## src/design/frame_buffer_pkg.sv

```systemverilog
`default_nettype none

package frame_buffer_pkg;

	// memory word and address widths
	localparam int PIXEL_W = 36;
	localparam int ADDR_W = 19;

	// coordinate and slot widths
	localparam int X_W = 10;
	localparam int Y_W = 9;
	localparam int SLOT_W = 2;

	// frame geometry, two pixels per word
	localparam int IMAGE_WIDTH = 640;
	localparam int IMAGE_HEIGHT = 480;
	localparam int HALF_WIDTH = IMAGE_WIDTH / 2;
	localparam int FRAME_WORDS = HALF_WIDTH * IMAGE_HEIGHT;

	// owner of a bank cycle
	typedef enum logic [2:0] {
		CLIENT_NONE = 3'd0,
		CLIENT_CAPTURE = 3'd1,
		CLIENT_DISPLAY = 3'd2,
		CLIENT_FILTER_READ = 3'd3,
		CLIENT_FILTER_WRITE = 3'd4
	} client_t;

	// role placement after reset
	localparam logic CAPTURE_RESET_BANK = 1'b0;
	localparam logic [SLOT_W-1:0] CAPTURE_RESET_SLOT = 2'd0;
	localparam logic PROCESS_RESET_BANK = 1'b0;
	localparam logic [SLOT_W-1:0] PROCESS_RESET_SLOT = 2'd1;
	localparam logic NEXT_DISPLAY_RESET_BANK = 1'b1;
	localparam logic [SLOT_W-1:0] NEXT_DISPLAY_RESET_SLOT = 2'd0;
	localparam logic DISPLAY_RESET_BANK = 1'b1;
	localparam logic [SLOT_W-1:0] DISPLAY_RESET_SLOT = 2'd1;

endpackage

`default_nettype wire

```

## src/design/bank_arbiter.sv

```systemverilog
`default_nettype none

module bank_arbiter
	import frame_buffer_pkg::*;
#(
	parameter bit BANK_ID = 1'b0
) (
	input logic clock,
	input logic reset,
	input logic capture_flag,
	input logic display_flag,
	input logic filter_flag,
	input logic filter_wr,
	input logic capture_bank,
	input logic display_bank,
	input logic filter_bank,
	input logic [ADDR_W-1:0] capture_address,
	input logic [ADDR_W-1:0] display_address,
	input logic [ADDR_W-1:0] filter_address,
	input logic [PIXEL_W-1:0] capture_pixel,
	input logic [PIXEL_W-1:0] filter_pixel_in,
	output logic capture_grant,
	output logic display_grant,
	output logic filter_grant,
	output logic [ADDR_W-1:0] address,
	output logic we,
	output logic [PIXEL_W-1:0] wdata,
	output client_t tag
);

	logic capture_hit;
	logic display_hit;
	logic filter_hit;
	logic [ADDR_W-1:0] next_address;
	logic [PIXEL_W-1:0] next_wdata;
	logic next_we;
	client_t next_tag;

	// requests aimed at this bank
	assign capture_hit = capture_flag && (capture_bank == BANK_ID);
	assign display_hit = display_flag && (display_bank == BANK_ID);
	assign filter_hit = filter_flag && (filter_bank == BANK_ID);

	// fixed priority capture, display, filter
	assign capture_grant = capture_hit;
	assign display_grant = display_hit && !capture_hit;
	assign filter_grant = filter_hit && !capture_hit && !display_hit;

	always_comb begin
		next_address = '0;
		next_wdata = '0;
		next_we = 1'b0;
		next_tag = CLIENT_NONE;
		if (capture_grant) begin
			next_address = capture_address;
			next_wdata = capture_pixel;
			next_we = 1'b1;
			next_tag = CLIENT_CAPTURE;
		end else if (display_grant) begin
			next_address = display_address;
			next_tag = CLIENT_DISPLAY;
		end else if (filter_grant) begin
			next_address = filter_address;
			next_wdata = filter_pixel_in;
			next_we = filter_wr;
			next_tag = filter_wr ? CLIENT_FILTER_WRITE : CLIENT_FILTER_READ;
		end
	end

	always_ff @(posedge clock) begin
		if (reset) begin
			we <= 1'b0;
			tag <= CLIENT_NONE;
		end else begin
			we <= next_we;
			tag <= next_tag;
		end
	end

	always_ff @(posedge clock) begin
		address <= next_address;
		wdata <= next_wdata;
	end

endmodule

`default_nettype wire

```

## src/design/buffer_rotation.sv

```systemverilog
`default_nettype none

module buffer_rotation
	import frame_buffer_pkg::*;
(
	input logic clock,
	input logic reset,
	input logic frame_flag,
	output logic capture_bank,
	output logic [SLOT_W-1:0] capture_slot,
	output logic display_bank,
	output logic [SLOT_W-1:0] display_slot,
	output logic filter_bank,
	output logic [SLOT_W-1:0] filter_slot
);

	// next-display role is not visible to any client
	logic next_display_bank;
	logic [SLOT_W-1:0] next_display_slot;

	always_ff @(posedge clock) begin
		if (reset) begin
			capture_bank <= CAPTURE_RESET_BANK;
			capture_slot <= CAPTURE_RESET_SLOT;
			filter_bank <= PROCESS_RESET_BANK;
			filter_slot <= PROCESS_RESET_SLOT;
			next_display_bank <= NEXT_DISPLAY_RESET_BANK;
			next_display_slot <= NEXT_DISPLAY_RESET_SLOT;
			display_bank <= DISPLAY_RESET_BANK;
			display_slot <= DISPLAY_RESET_SLOT;
		end else if (frame_flag) begin
			// capture reuses the frame the filter is done with
			capture_bank <= filter_bank;
			capture_slot <= filter_slot;
			// filter picks up the frame just shown
			filter_bank <= display_bank;
			filter_slot <= display_slot;
			// freshly captured frame waits one period before display
			next_display_bank <= capture_bank;
			next_display_slot <= capture_slot;
			display_bank <= next_display_bank;
			display_slot <= next_display_slot;
		end
	end

endmodule

`default_nettype wire

```

## src/design/frame_buffer_top.sv

```systemverilog
`default_nettype none

module frame_buffer_top
	import frame_buffer_pkg::*;
(
	input logic clock,
	input logic reset,
	input logic frame_flag,
	input logic capture_flag,
	input logic [X_W-1:0] capture_x,
	input logic [Y_W-1:0] capture_y,
	input logic [PIXEL_W-1:0] capture_pixel,
	input logic display_flag,
	input logic [X_W-1:0] display_x,
	input logic [Y_W-1:0] display_y,
	input logic filter_flag,
	input logic filter_wr,
	input logic [X_W-1:0] filter_x,
	input logic [Y_W-1:0] filter_y,
	input logic [PIXEL_W-1:0] filter_pixel_in,
	output logic capture_done,
	output logic display_done,
	output logic filter_done,
	output logic [PIXEL_W-1:0] display_pixel,
	output logic [PIXEL_W-1:0] filter_pixel,
	output logic [ADDR_W-1:0] ram0_address,
	output logic ram0_we,
	output logic [PIXEL_W-1:0] ram0_wdata,
	input logic [PIXEL_W-1:0] ram0_rdata,
	output logic [ADDR_W-1:0] ram1_address,
	output logic ram1_we,
	output logic [PIXEL_W-1:0] ram1_wdata,
	input logic [PIXEL_W-1:0] ram1_rdata
);

	logic capture_bank, display_bank, filter_bank;
	logic [SLOT_W-1:0] capture_slot, display_slot, filter_slot;
	logic [ADDR_W-1:0] capture_address, display_address, filter_address;

	logic capture_grant0, display_grant0, filter_grant0;
	logic capture_grant1, display_grant1, filter_grant1;
	logic [ADDR_W-1:0] address0, address1;
	logic we0, we1;
	logic [PIXEL_W-1:0] wdata0, wdata1;
	client_t tag0, tag1;

	buffer_rotation i_rotation (
		.clock(clock), .reset(reset), .frame_flag(frame_flag),
		.capture_bank(capture_bank), .capture_slot(capture_slot),
		.display_bank(display_bank), .display_slot(display_slot),
		.filter_bank(filter_bank), .filter_slot(filter_slot)
	);

	pixel_address i_capture_address (
		.x(capture_x), .y(capture_y), .slot(capture_slot), .address(capture_address)
	);
	pixel_address i_display_address (
		.x(display_x), .y(display_y), .slot(display_slot), .address(display_address)
	);
	pixel_address i_filter_address (
		.x(filter_x), .y(filter_y), .slot(filter_slot), .address(filter_address)
	);

	bank_arbiter #(.BANK_ID(1'b0)) i_arbiter0 (
		.clock(clock), .reset(reset),
		.capture_flag(capture_flag), .display_flag(display_flag),
		.filter_flag(filter_flag), .filter_wr(filter_wr),
		.capture_bank(capture_bank), .display_bank(display_bank), .filter_bank(filter_bank),
		.capture_address(capture_address), .display_address(display_address),
		.filter_address(filter_address),
		.capture_pixel(capture_pixel), .filter_pixel_in(filter_pixel_in),
		.capture_grant(capture_grant0), .display_grant(display_grant0),
		.filter_grant(filter_grant0),
		.address(address0), .we(we0), .wdata(wdata0), .tag(tag0)
	);

	bank_arbiter #(.BANK_ID(1'b1)) i_arbiter1 (
		.clock(clock), .reset(reset),
		.capture_flag(capture_flag), .display_flag(display_flag),
		.filter_flag(filter_flag), .filter_wr(filter_wr),
		.capture_bank(capture_bank), .display_bank(display_bank), .filter_bank(filter_bank),
		.capture_address(capture_address), .display_address(display_address),
		.filter_address(filter_address),
		.capture_pixel(capture_pixel), .filter_pixel_in(filter_pixel_in),
		.capture_grant(capture_grant1), .display_grant(display_grant1),
		.filter_grant(filter_grant1),
		.address(address1), .we(we1), .wdata(wdata1), .tag(tag1)
	);

	// a client is served by whichever bank holds its role
	assign capture_done = capture_grant0 | capture_grant1;
	assign display_done = display_grant0 | display_grant1;
	assign filter_done = filter_grant0 | filter_grant1;

	read_return i_read_return (
		.clock(clock), .reset(reset),
		.bank0_tag(tag0), .bank1_tag(tag1),
		.ram0_rdata(ram0_rdata), .ram1_rdata(ram1_rdata),
		.display_pixel(display_pixel), .filter_pixel(filter_pixel)
	);

	ram_port i_ram_port0 (
		.clock(clock), .reset(reset),
		.address(address0), .we(we0), .wdata(wdata0),
		.ram_address(ram0_address), .ram_we(ram0_we), .ram_wdata(ram0_wdata)
	);

	ram_port i_ram_port1 (
		.clock(clock), .reset(reset),
		.address(address1), .we(we1), .wdata(wdata1),
		.ram_address(ram1_address), .ram_we(ram1_we), .ram_wdata(ram1_wdata)
	);

endmodule

`default_nettype wire

```

## src/design/pixel_address.sv

```systemverilog
`default_nettype none

module pixel_address
	import frame_buffer_pkg::*;
(
	input logic [X_W-1:0] x,
	input logic [Y_W-1:0] y,
	input logic [SLOT_W-1:0] slot,
	output logic [ADDR_W-1:0] address
);

	logic [ADDR_W-1:0] line_address;
	logic [ADDR_W-1:0] frame_base;

	// start of line plus word within the line
	assign line_address = ADDR_W'(y) * ADDR_W'(HALF_WIDTH) + ADDR_W'(x[X_W-1:1]);

	// slots are laid out back to back in a bank
	assign frame_base = ADDR_W'(slot) * ADDR_W'(FRAME_WORDS);

	assign address = line_address + frame_base;

endmodule

`default_nettype wire

```

## src/design/ram_port.sv

```systemverilog
`default_nettype none

module ram_port
	import frame_buffer_pkg::*;
(
	input logic clock,
	input logic reset,
	input logic [ADDR_W-1:0] address,
	input logic we,
	input logic [PIXEL_W-1:0] wdata,
	output logic [ADDR_W-1:0] ram_address,
	output logic ram_we,
	output logic [PIXEL_W-1:0] ram_wdata
);

	logic [PIXEL_W-1:0] data_d1;
	logic [PIXEL_W-1:0] data_d2;
	// marks which delayed data word belongs to a write
	logic [1:0] write_pending;

	// command goes to the SRAM as is
	assign ram_address = address;
	assign ram_we = we;

	always_ff @(posedge clock) begin
		data_d1 <= wdata;
		data_d2 <= data_d1;
	end

	always_ff @(posedge clock) begin
		if (reset) begin
			write_pending <= '0;
		end else begin
			write_pending <= {write_pending[0], we};
		end
	end

	// data bus idles at zero outside the write data slot
	assign ram_wdata = write_pending[1] ? data_d2 : '0;

endmodule

`default_nettype wire

```

## src/design/read_return.sv

```systemverilog
`default_nettype none

module read_return
	import frame_buffer_pkg::*;
(
	input logic clock,
	input logic reset,
	input client_t bank0_tag,
	input client_t bank1_tag,
	input logic [PIXEL_W-1:0] ram0_rdata,
	input logic [PIXEL_W-1:0] ram1_rdata,
	output logic [PIXEL_W-1:0] display_pixel,
	output logic [PIXEL_W-1:0] filter_pixel
);

	localparam int STAGES = 3;

	// per bank tag delay, last stage lines up with the read data
	client_t tag_pipe [2][STAGES];
	logic [PIXEL_W-1:0] display_hold;
	logic [PIXEL_W-1:0] filter_hold;

	always_ff @(posedge clock) begin
		if (reset) begin
			for (int b = 0; b < 2; b++) begin
				for (int s = 0; s < STAGES; s++) begin
					tag_pipe[b][s] <= CLIENT_NONE;
				end
			end
		end else begin
			tag_pipe[0][0] <= bank0_tag;
			tag_pipe[1][0] <= bank1_tag;
			for (int b = 0; b < 2; b++) begin
				for (int s = 1; s < STAGES; s++) begin
					tag_pipe[b][s] <= tag_pipe[b][s-1];
				end
			end
		end
	end

	// returning word goes straight out, else the last one is held
	always_comb begin
		display_pixel = display_hold;
		filter_pixel = filter_hold;
		if (tag_pipe[0][STAGES-1] == CLIENT_DISPLAY) begin
			display_pixel = ram0_rdata;
		end else if (tag_pipe[1][STAGES-1] == CLIENT_DISPLAY) begin
			display_pixel = ram1_rdata;
		end
		if (tag_pipe[0][STAGES-1] == CLIENT_FILTER_READ) begin
			filter_pixel = ram0_rdata;
		end else if (tag_pipe[1][STAGES-1] == CLIENT_FILTER_READ) begin
			filter_pixel = ram1_rdata;
		end
	end

	always_ff @(posedge clock) begin
		if (reset) begin
			display_hold <= '0;
			filter_hold <= '0;
		end else begin
			display_hold <= display_pixel;
			filter_hold <= filter_pixel;
		end
	end

endmodule

`default_nettype wire

```

## config.mk

```make
export PLATFORM = sky130hd
export DESIGN_NAME = frame_buffer_top
export DESIGN_NICKNAME = d
export VERILOG_FILES = /design/src/design/frame_buffer_pkg.sv /design/src/design/bank_arbiter.sv /design/src/design/buffer_rotation.sv /design/src/design/frame_buffer_top.sv /design/src/design/pixel_address.sv /design/src/design/ram_port.sv /design/src/design/read_return.sv
export SDC_FILE = /design/constraint.sdc
export NUM_CORES = 1
export LEC_CHECK = 0
export BUFFER_PORTS_ARGS = -buffer_cell sky130_fd_sc_hd__buf_4
export CAP_MARGIN = 20
export CORE_UTILIZATION = 40
export DETAILED_ROUTE_END_ITERATION = 8
export GPL_TIMING_DRIVEN = 0
export PLACE_DENSITY = 0.66
export SETUP_SLACK_MARGIN = 0.4
export SYNTH_ARGS = -nofsm -noshare
export SYNTH_HDL_FRONTEND = slang
export SYNTH_SLANG_ARGS = --single-unit
```

## constraint.sdc

```tcl
create_clock -name clock -period 3.92 [get_ports clock]
set_input_delay 0.784 -clock clock [delete_from_list [all_inputs] [get_ports clock]]
set_output_delay 0.784 -clock clock [all_outputs]
set_load 0.03 [all_outputs]
```

# Yosys cells after proc, flatten, opt, wreduce, memory -nomap -nowiden
# Memory sizes are Yosys's and may differ from the RTL's.
# Cells that the tools add are included.
# op_classes
bitwise_logic	14
eq_ne	4
n_mul	6
n_reduce_logical	20
mux	40
n_addsub	6
# ops
op	n
$mux W36	12
$mux W19	6
$add A18 B9 Y19	3
$add A19 B19 Y19	3
$mul A9 B3 Y12 const B	3
$mul A2 B7 Y8 const B	3
$mux W3	7
$eq A3 B2 Y1 const B	4
$logic_and A1 B1 Y1	12
$mux W1	11
$or A1 B1 Y1	9
$mux W2	4
$reduce_or A4 Y1	2
$not A1 Y1	5
$logic_not A1 Y1	4
$reduce_or A2 Y1	2
# word_totals
inputBits	208
ram_bits	18
mem_count	1
reg_bits	350
output_inout_bits	187
word_cells	119
# memory_table
name	depth	width	read_ports	rd_clocked_by_memory_dff	write_ports	line_no	text
i_read_return.tag_pipe	2	9	2	0	2	read_return.sv:19	client_t tag_pipe [2][STAGES];

# Logic depth before layout (Yosys ltp)
# depth
ltp_word	8
mapped_depth	17
depth_no_buf	17

# Hierarchy
# A second synthesis with hierarchy kept.
# hier_totals
cells_unflattened	1520
area_unflattened_um2	15637.5
# by_module_without_submodules
mod	instances	cells_per_inst	area_each_um2
read_return	1	522	4411.7
ram_port	2	135	1929.4
bank_arbiter at i_arbiter1	1	164	2003.2
bank_arbiter at i_arbiter0	1	160	1995.7
pixel_address at i_capture_address ...	2	122	977.2
pixel_address at i_display_address	1	118	945.9
buffer_rotation	1	39	449.2
frame_buffer_top	1	3	18.8

# Worst setup path before layout
# No wires, ideal clock.
# synth_timing
path_type	input port to flip-flop
from	input port display_y[1]
to	register i_arbiter0.address[18]
setup_time_ps	134
t_required_ps	3786
n_path_buf	0
cell_stages	17
arrival_ps	3888
path_slack_ps	-102
path_cell_list	ha_1 ha_1 inv_1 fa_1 nor2b_1 o21ai_0 a21boi_0 o21ai_0 a21boi_1 nor2_1 ha_1 a21o_1 a21o_1 a221o_1 or3_1 nand4_1 o211ai_1
# synth_between
elab_chain_cells	5
# synth_lines
item	line_no	text
start, declared	frame_buffer_top.sv:15	input logic [Y_W-1:0] display_y,
$mul A9 B3 Y12	pixel_address.sv:16	assign line_address = ADDR_W'(y) * ADDR_W'(HALF_WIDTH) + ADDR_W'(x[X_W-1:1]);
$add A18 B9 Y19	pixel_address.sv:16	
$add A19 B19 Y19	pixel_address.sv:21	assign address = line_address + frame_base;
$mux W19	bank_arbiter.sv:59	end else if (display_grant) begin
$mux W19	bank_arbiter.sv:54	if (capture_grant) begin
named net i_arbiter0.next_address[18]	bank_arbiter.sv:34	logic [ADDR_W-1:0] next_address;
end signal, assigned	bank_arbiter.sv:81	address <= next_address;
end, declared	bank_arbiter.sv:25	output logic [ADDR_W-1:0] address,
# The timed path passes the listed nets, and every way through them passes these cells.
# A chain may end at the register's enable or synchronous reset.

# Worst setup path after layout
# Same ends and word-level chain as after synthesis.

==> impl_metrics.env <==
export IMPL_status="complete, no violations"
export IMPL_startpoint_type="primary input"
export IMPL_firstDrtPassIters=5
export IMPL_grt_pass1_vias=11600
export IMPL_io_pins=395
export IMPL_post_drt_via_cell_ratio=5.06
export IMPL_ant_nets=0
export IMPL_synth_area_mux_share=0.0581
export IMPL_crit_chain="buf_8 > ha_4 > ha_4 > inv_2 > fa_2 > nor2b_2 > o21ai_2 > a21boi_2 > o21ai_2 > a21boi_2 > buf_4 > buf_6 > o21a_1 > ha_4 > and4_1 > a221o_1 > or3_4 > nand4_1 > o211ai_1"
export IMPL_synth_ff_type="dfxtp_1"
export IMPL_ctsHoldBuffers=0
export IMPL_start_util=0.410
export IMPL_synth_simple_gate_area_frac=0.153
export IMPL_die_h_um=191
export IMPL_dp_cells=2236
export IMPL_dpl_cell_area_um2=17900
export IMPL_syn_num_nets=1687
export IMPL_cts_max_path_buffers=3
export IMPL_crit_slowest_cell="fa_2"
export IMPL_cts_num_sinks=368
export IMPL_hold_viol_final=0
export IMPL_synth_area_um2=14300
export IMPL_synth_top_cell_by_area="dfxtp_1"
export IMPL_placementRows=68
export IMPL_fin_nets=2138
export IMPL_cp_max_fo=4
export IMPL_setup_viol=0
export IMPL_grt_pass1_wl_um=64900
export IMPL_drt_wl_total_um=44300
export IMPL_grt_ovfl_total=0
export IMPL_relSlewSlack=0.431
export IMPL_synth_edf_count=0
export IMPL_htreeDepth=2
export IMPL_die_x_um=191
export IMPL_netlist_top_cells_area="dfxtp_1, ha_1, and2_1, mux2i_1, a22o_1"
export IMPL_drv_max_cap_violation_count=0
export IMPL_grt_usage=0.231
export IMPL_dp_worst_setup_slack_ns=-0.373
export IMPL_clock_latency_ns=0.53
export IMPL_cts_buffers=38
export IMPL_path_class="primary input to register"
export IMPL_cp_arrival_ns=3.94
export IMPL_setup_ws_ns=0.324
export IMPL_vdd_drop_max_v=0.000341
export IMPL_syn_avg_cell_area_um2=10.3
export IMPL_synth_top_family_by_area="simple AND/OR/NAND/NOR gates"
export IMPL_layout_common_cells="buf_4, dfxtp_1, and2_1, nand2_1"
export IMPL_clock_skew_ns=0.0186
export IMPL_die_area_um2=36500
export IMPL_max_stage_delay_ns=0.36
export IMPL_cts_tree="yes"
export IMPL_slew_violations=0
export IMPL_area_growth_pct=37.5
export IMPL_fmax_mhz=278
export IMPL_drt_iter0_markers=576
export IMPL_wl_per_cell_um=19.0
export IMPL_ys_types=58
export IMPL_core_area_um2=34900
export IMPL_cts_root_buf="clkbuf_16"
export IMPL_post_route_period_util=0.917
export IMPL_crit_path_end_kind="register"
export IMPL_cpMostUsedCell="ha_4"
export IMPL_required_ns=4.27
export IMPL_drive_above_1_share=0.288
export IMPL_leakage_nw=9.05
export IMPL_fill_cells=3018
export IMPL_tns_ns=0
export IMPL_grt_max_degree=16
export IMPL_ys_seq_elements=368
export IMPL_ys_warn_count=0
export IMPL_antenna_found_initial=2
export IMPL_gp_congestion=0.920
export IMPL_rsz0062_at_grt="true"
export IMPL_synth_top_area_share=0.515
export IMPL_stdcell_area_um2=19700
export IMPL_cellPowerDensity_nw_per_um2=488
export IMPL_synth_xor_xnor_area_share=0.0251
export IMPL_finalNonFillerCells=2328
export IMPL_syn_inst=1392
export IMPL_vias=11800
export IMPL_clk_pin_slew_ns=0.06
export IMPL_worst_slew_pin_slew_ns=0.851
export IMPL_drc_errors=0
export IMPL_ys_seq_area_frac=0.515
export IMPL_finalCriticalPeriod_ns=3.60
export IMPL_p_total_mw=9.60
export IMPL_synth_adder_area_share=0.0792
export IMPL_dp_hpwl_um=33500
export IMPL_hold_path_class="register to register"
export IMPL_layout_commonest_cell="buf_4"
export IMPL_synth_compound_area_share=0.140
export IMPL_portBuffers=389
export IMPL_async_reset_ff_frac=0
cells in the mapped netlist (all sizes together) (3+ instances only):
cell and n:
nand2b 11, clkbuf 62, a22o 72, a211oi 5, o22ai 4, nor2b 31, a21oi 23, and2 146
nor3 6, o21ai 89, or3 5, nor3b 6, nand3 8, dfxtp 368, o21a 4, and3 3
nand4 5, inv 33, o211ai 6, fa 6, xor2 13, o211a 5, buf 14, nor2 86
xnor2 28, and3b 3, mux2i 83, a21o 16, a211o 3, a31oi 5, a21boi 10, a221oi 24
and4b 3, ha 81, nand2 101
metrics by stage:
| step | utilization | hold WS [ns] |
|---|---|---|
| CTS | 0.559 | 0.323 |
| global route | 0.564 | 0.323 |
| floorplan | - | 0.310 |
| global placement | 0.514 | 0.310 |
| finish | 0.564 | 0.318 |
| detailed placement | 0.514 | 0.312 |
state kept, by name, indices dropped and copies added (netlist names), 3 cells and up:
register and flops:
i_arbiter0.wdata 36, i_arbiter0.tag 3, i_ram_port0.data_d1 36, i_arbiter1.address 19, i_read_return.display_hold 36, i_ram_port1.data_d1 36
i_arbiter1.tag 3, i_arbiter0.address 19, i_ram_port0.data_d2 36, i_read_return.tag_pipe 18, i_read_return.filter_hold 36, i_arbiter1.wdata 36
i_ram_port1.data_d2 36
layer usage:
metal	global-route usage	share of wire	wire, µm
met1	0.280	0.41	18300
met2	0.395	0.48	21200
met3	0.0461	0.064	2830
met4	0.101	0.043	1910
met5	0	0.00038	17
power breakdown:
group,switching [mW],internal [mW]
sequential,0.0822,3.98
clock,1.52,2.31
combinational,0.964,0.742
area by class of cell:
type | count | area (µm²) | share of cell area
repair buffers | 411 | 3120 | 0.159
inverters | 33 | 124 | 0.00630
clock buffers | 47 | 1040 | 0.0531
well taps | 455 | 569 | 0.0290
plain buffers | 76 | 299 | 0.0152
flip-flops and latches | 368 | 7370 | 0.375
diodes | 1 | 2.50 | 0.000127
clock inverters | 22 | 317 | 0.0161
multi-input cells | 915 | 6820 | 0.347
worst paths after layout:
| path | start | endpoint | slack [ns] | depth (start not counted) |
|---|---|---|---|---|
| worst max-delay path | display_y[1] | i_arbiter0.address[18]$_DFF_P_ | 0.32 | 19 |
| worst min-delay path | i_arbiter0.wdata[11]$_DFF_P_ | i_ram_port0.data_d1[11]$_DFF_P_ | 0.32 | 0 |
| worst max register to register | i_rotation.filter_slot[0]$_SDFFE_PP1P_ | i_arbiter0.address[16]$_DFF_P_ | 1.09 | 10 |
| worst min register to register | i_arbiter0.wdata[11]$_DFF_P_ | i_ram_port0.data_d1[11]$_DFF_P_ | 0.32 | 0 |
critical path: cells and delay by family:
| kind | cells | cell delay [ns] |
|---|---|---|
| and+or+nand+nor | 4 | 0.76 |
| adders and majority gates | 4 | 0.96 |
| buffers and inverters | 4 | 0.34 |
| AOI/OAI and AO/OA | 7 | 1.07 |
kinds of logic after synthesis:
family / count (synthesis)
buffers and inverters: 109
multiplexers: 83
AO/OA/AOI/OAI: 284
adder cells (fa/ha/maj): 87
XOR/XNOR: 41
flip-flops: 368
AND/OR/NAND/NOR: 420
timing repair:
action                     in CTS  in global routing
setup endpoints to repair      22                 10
pin swaps                      29                 23
buffers inserted               18                  4
gates resized for setup        17                 24
Power figures use the tool's default switching activity.
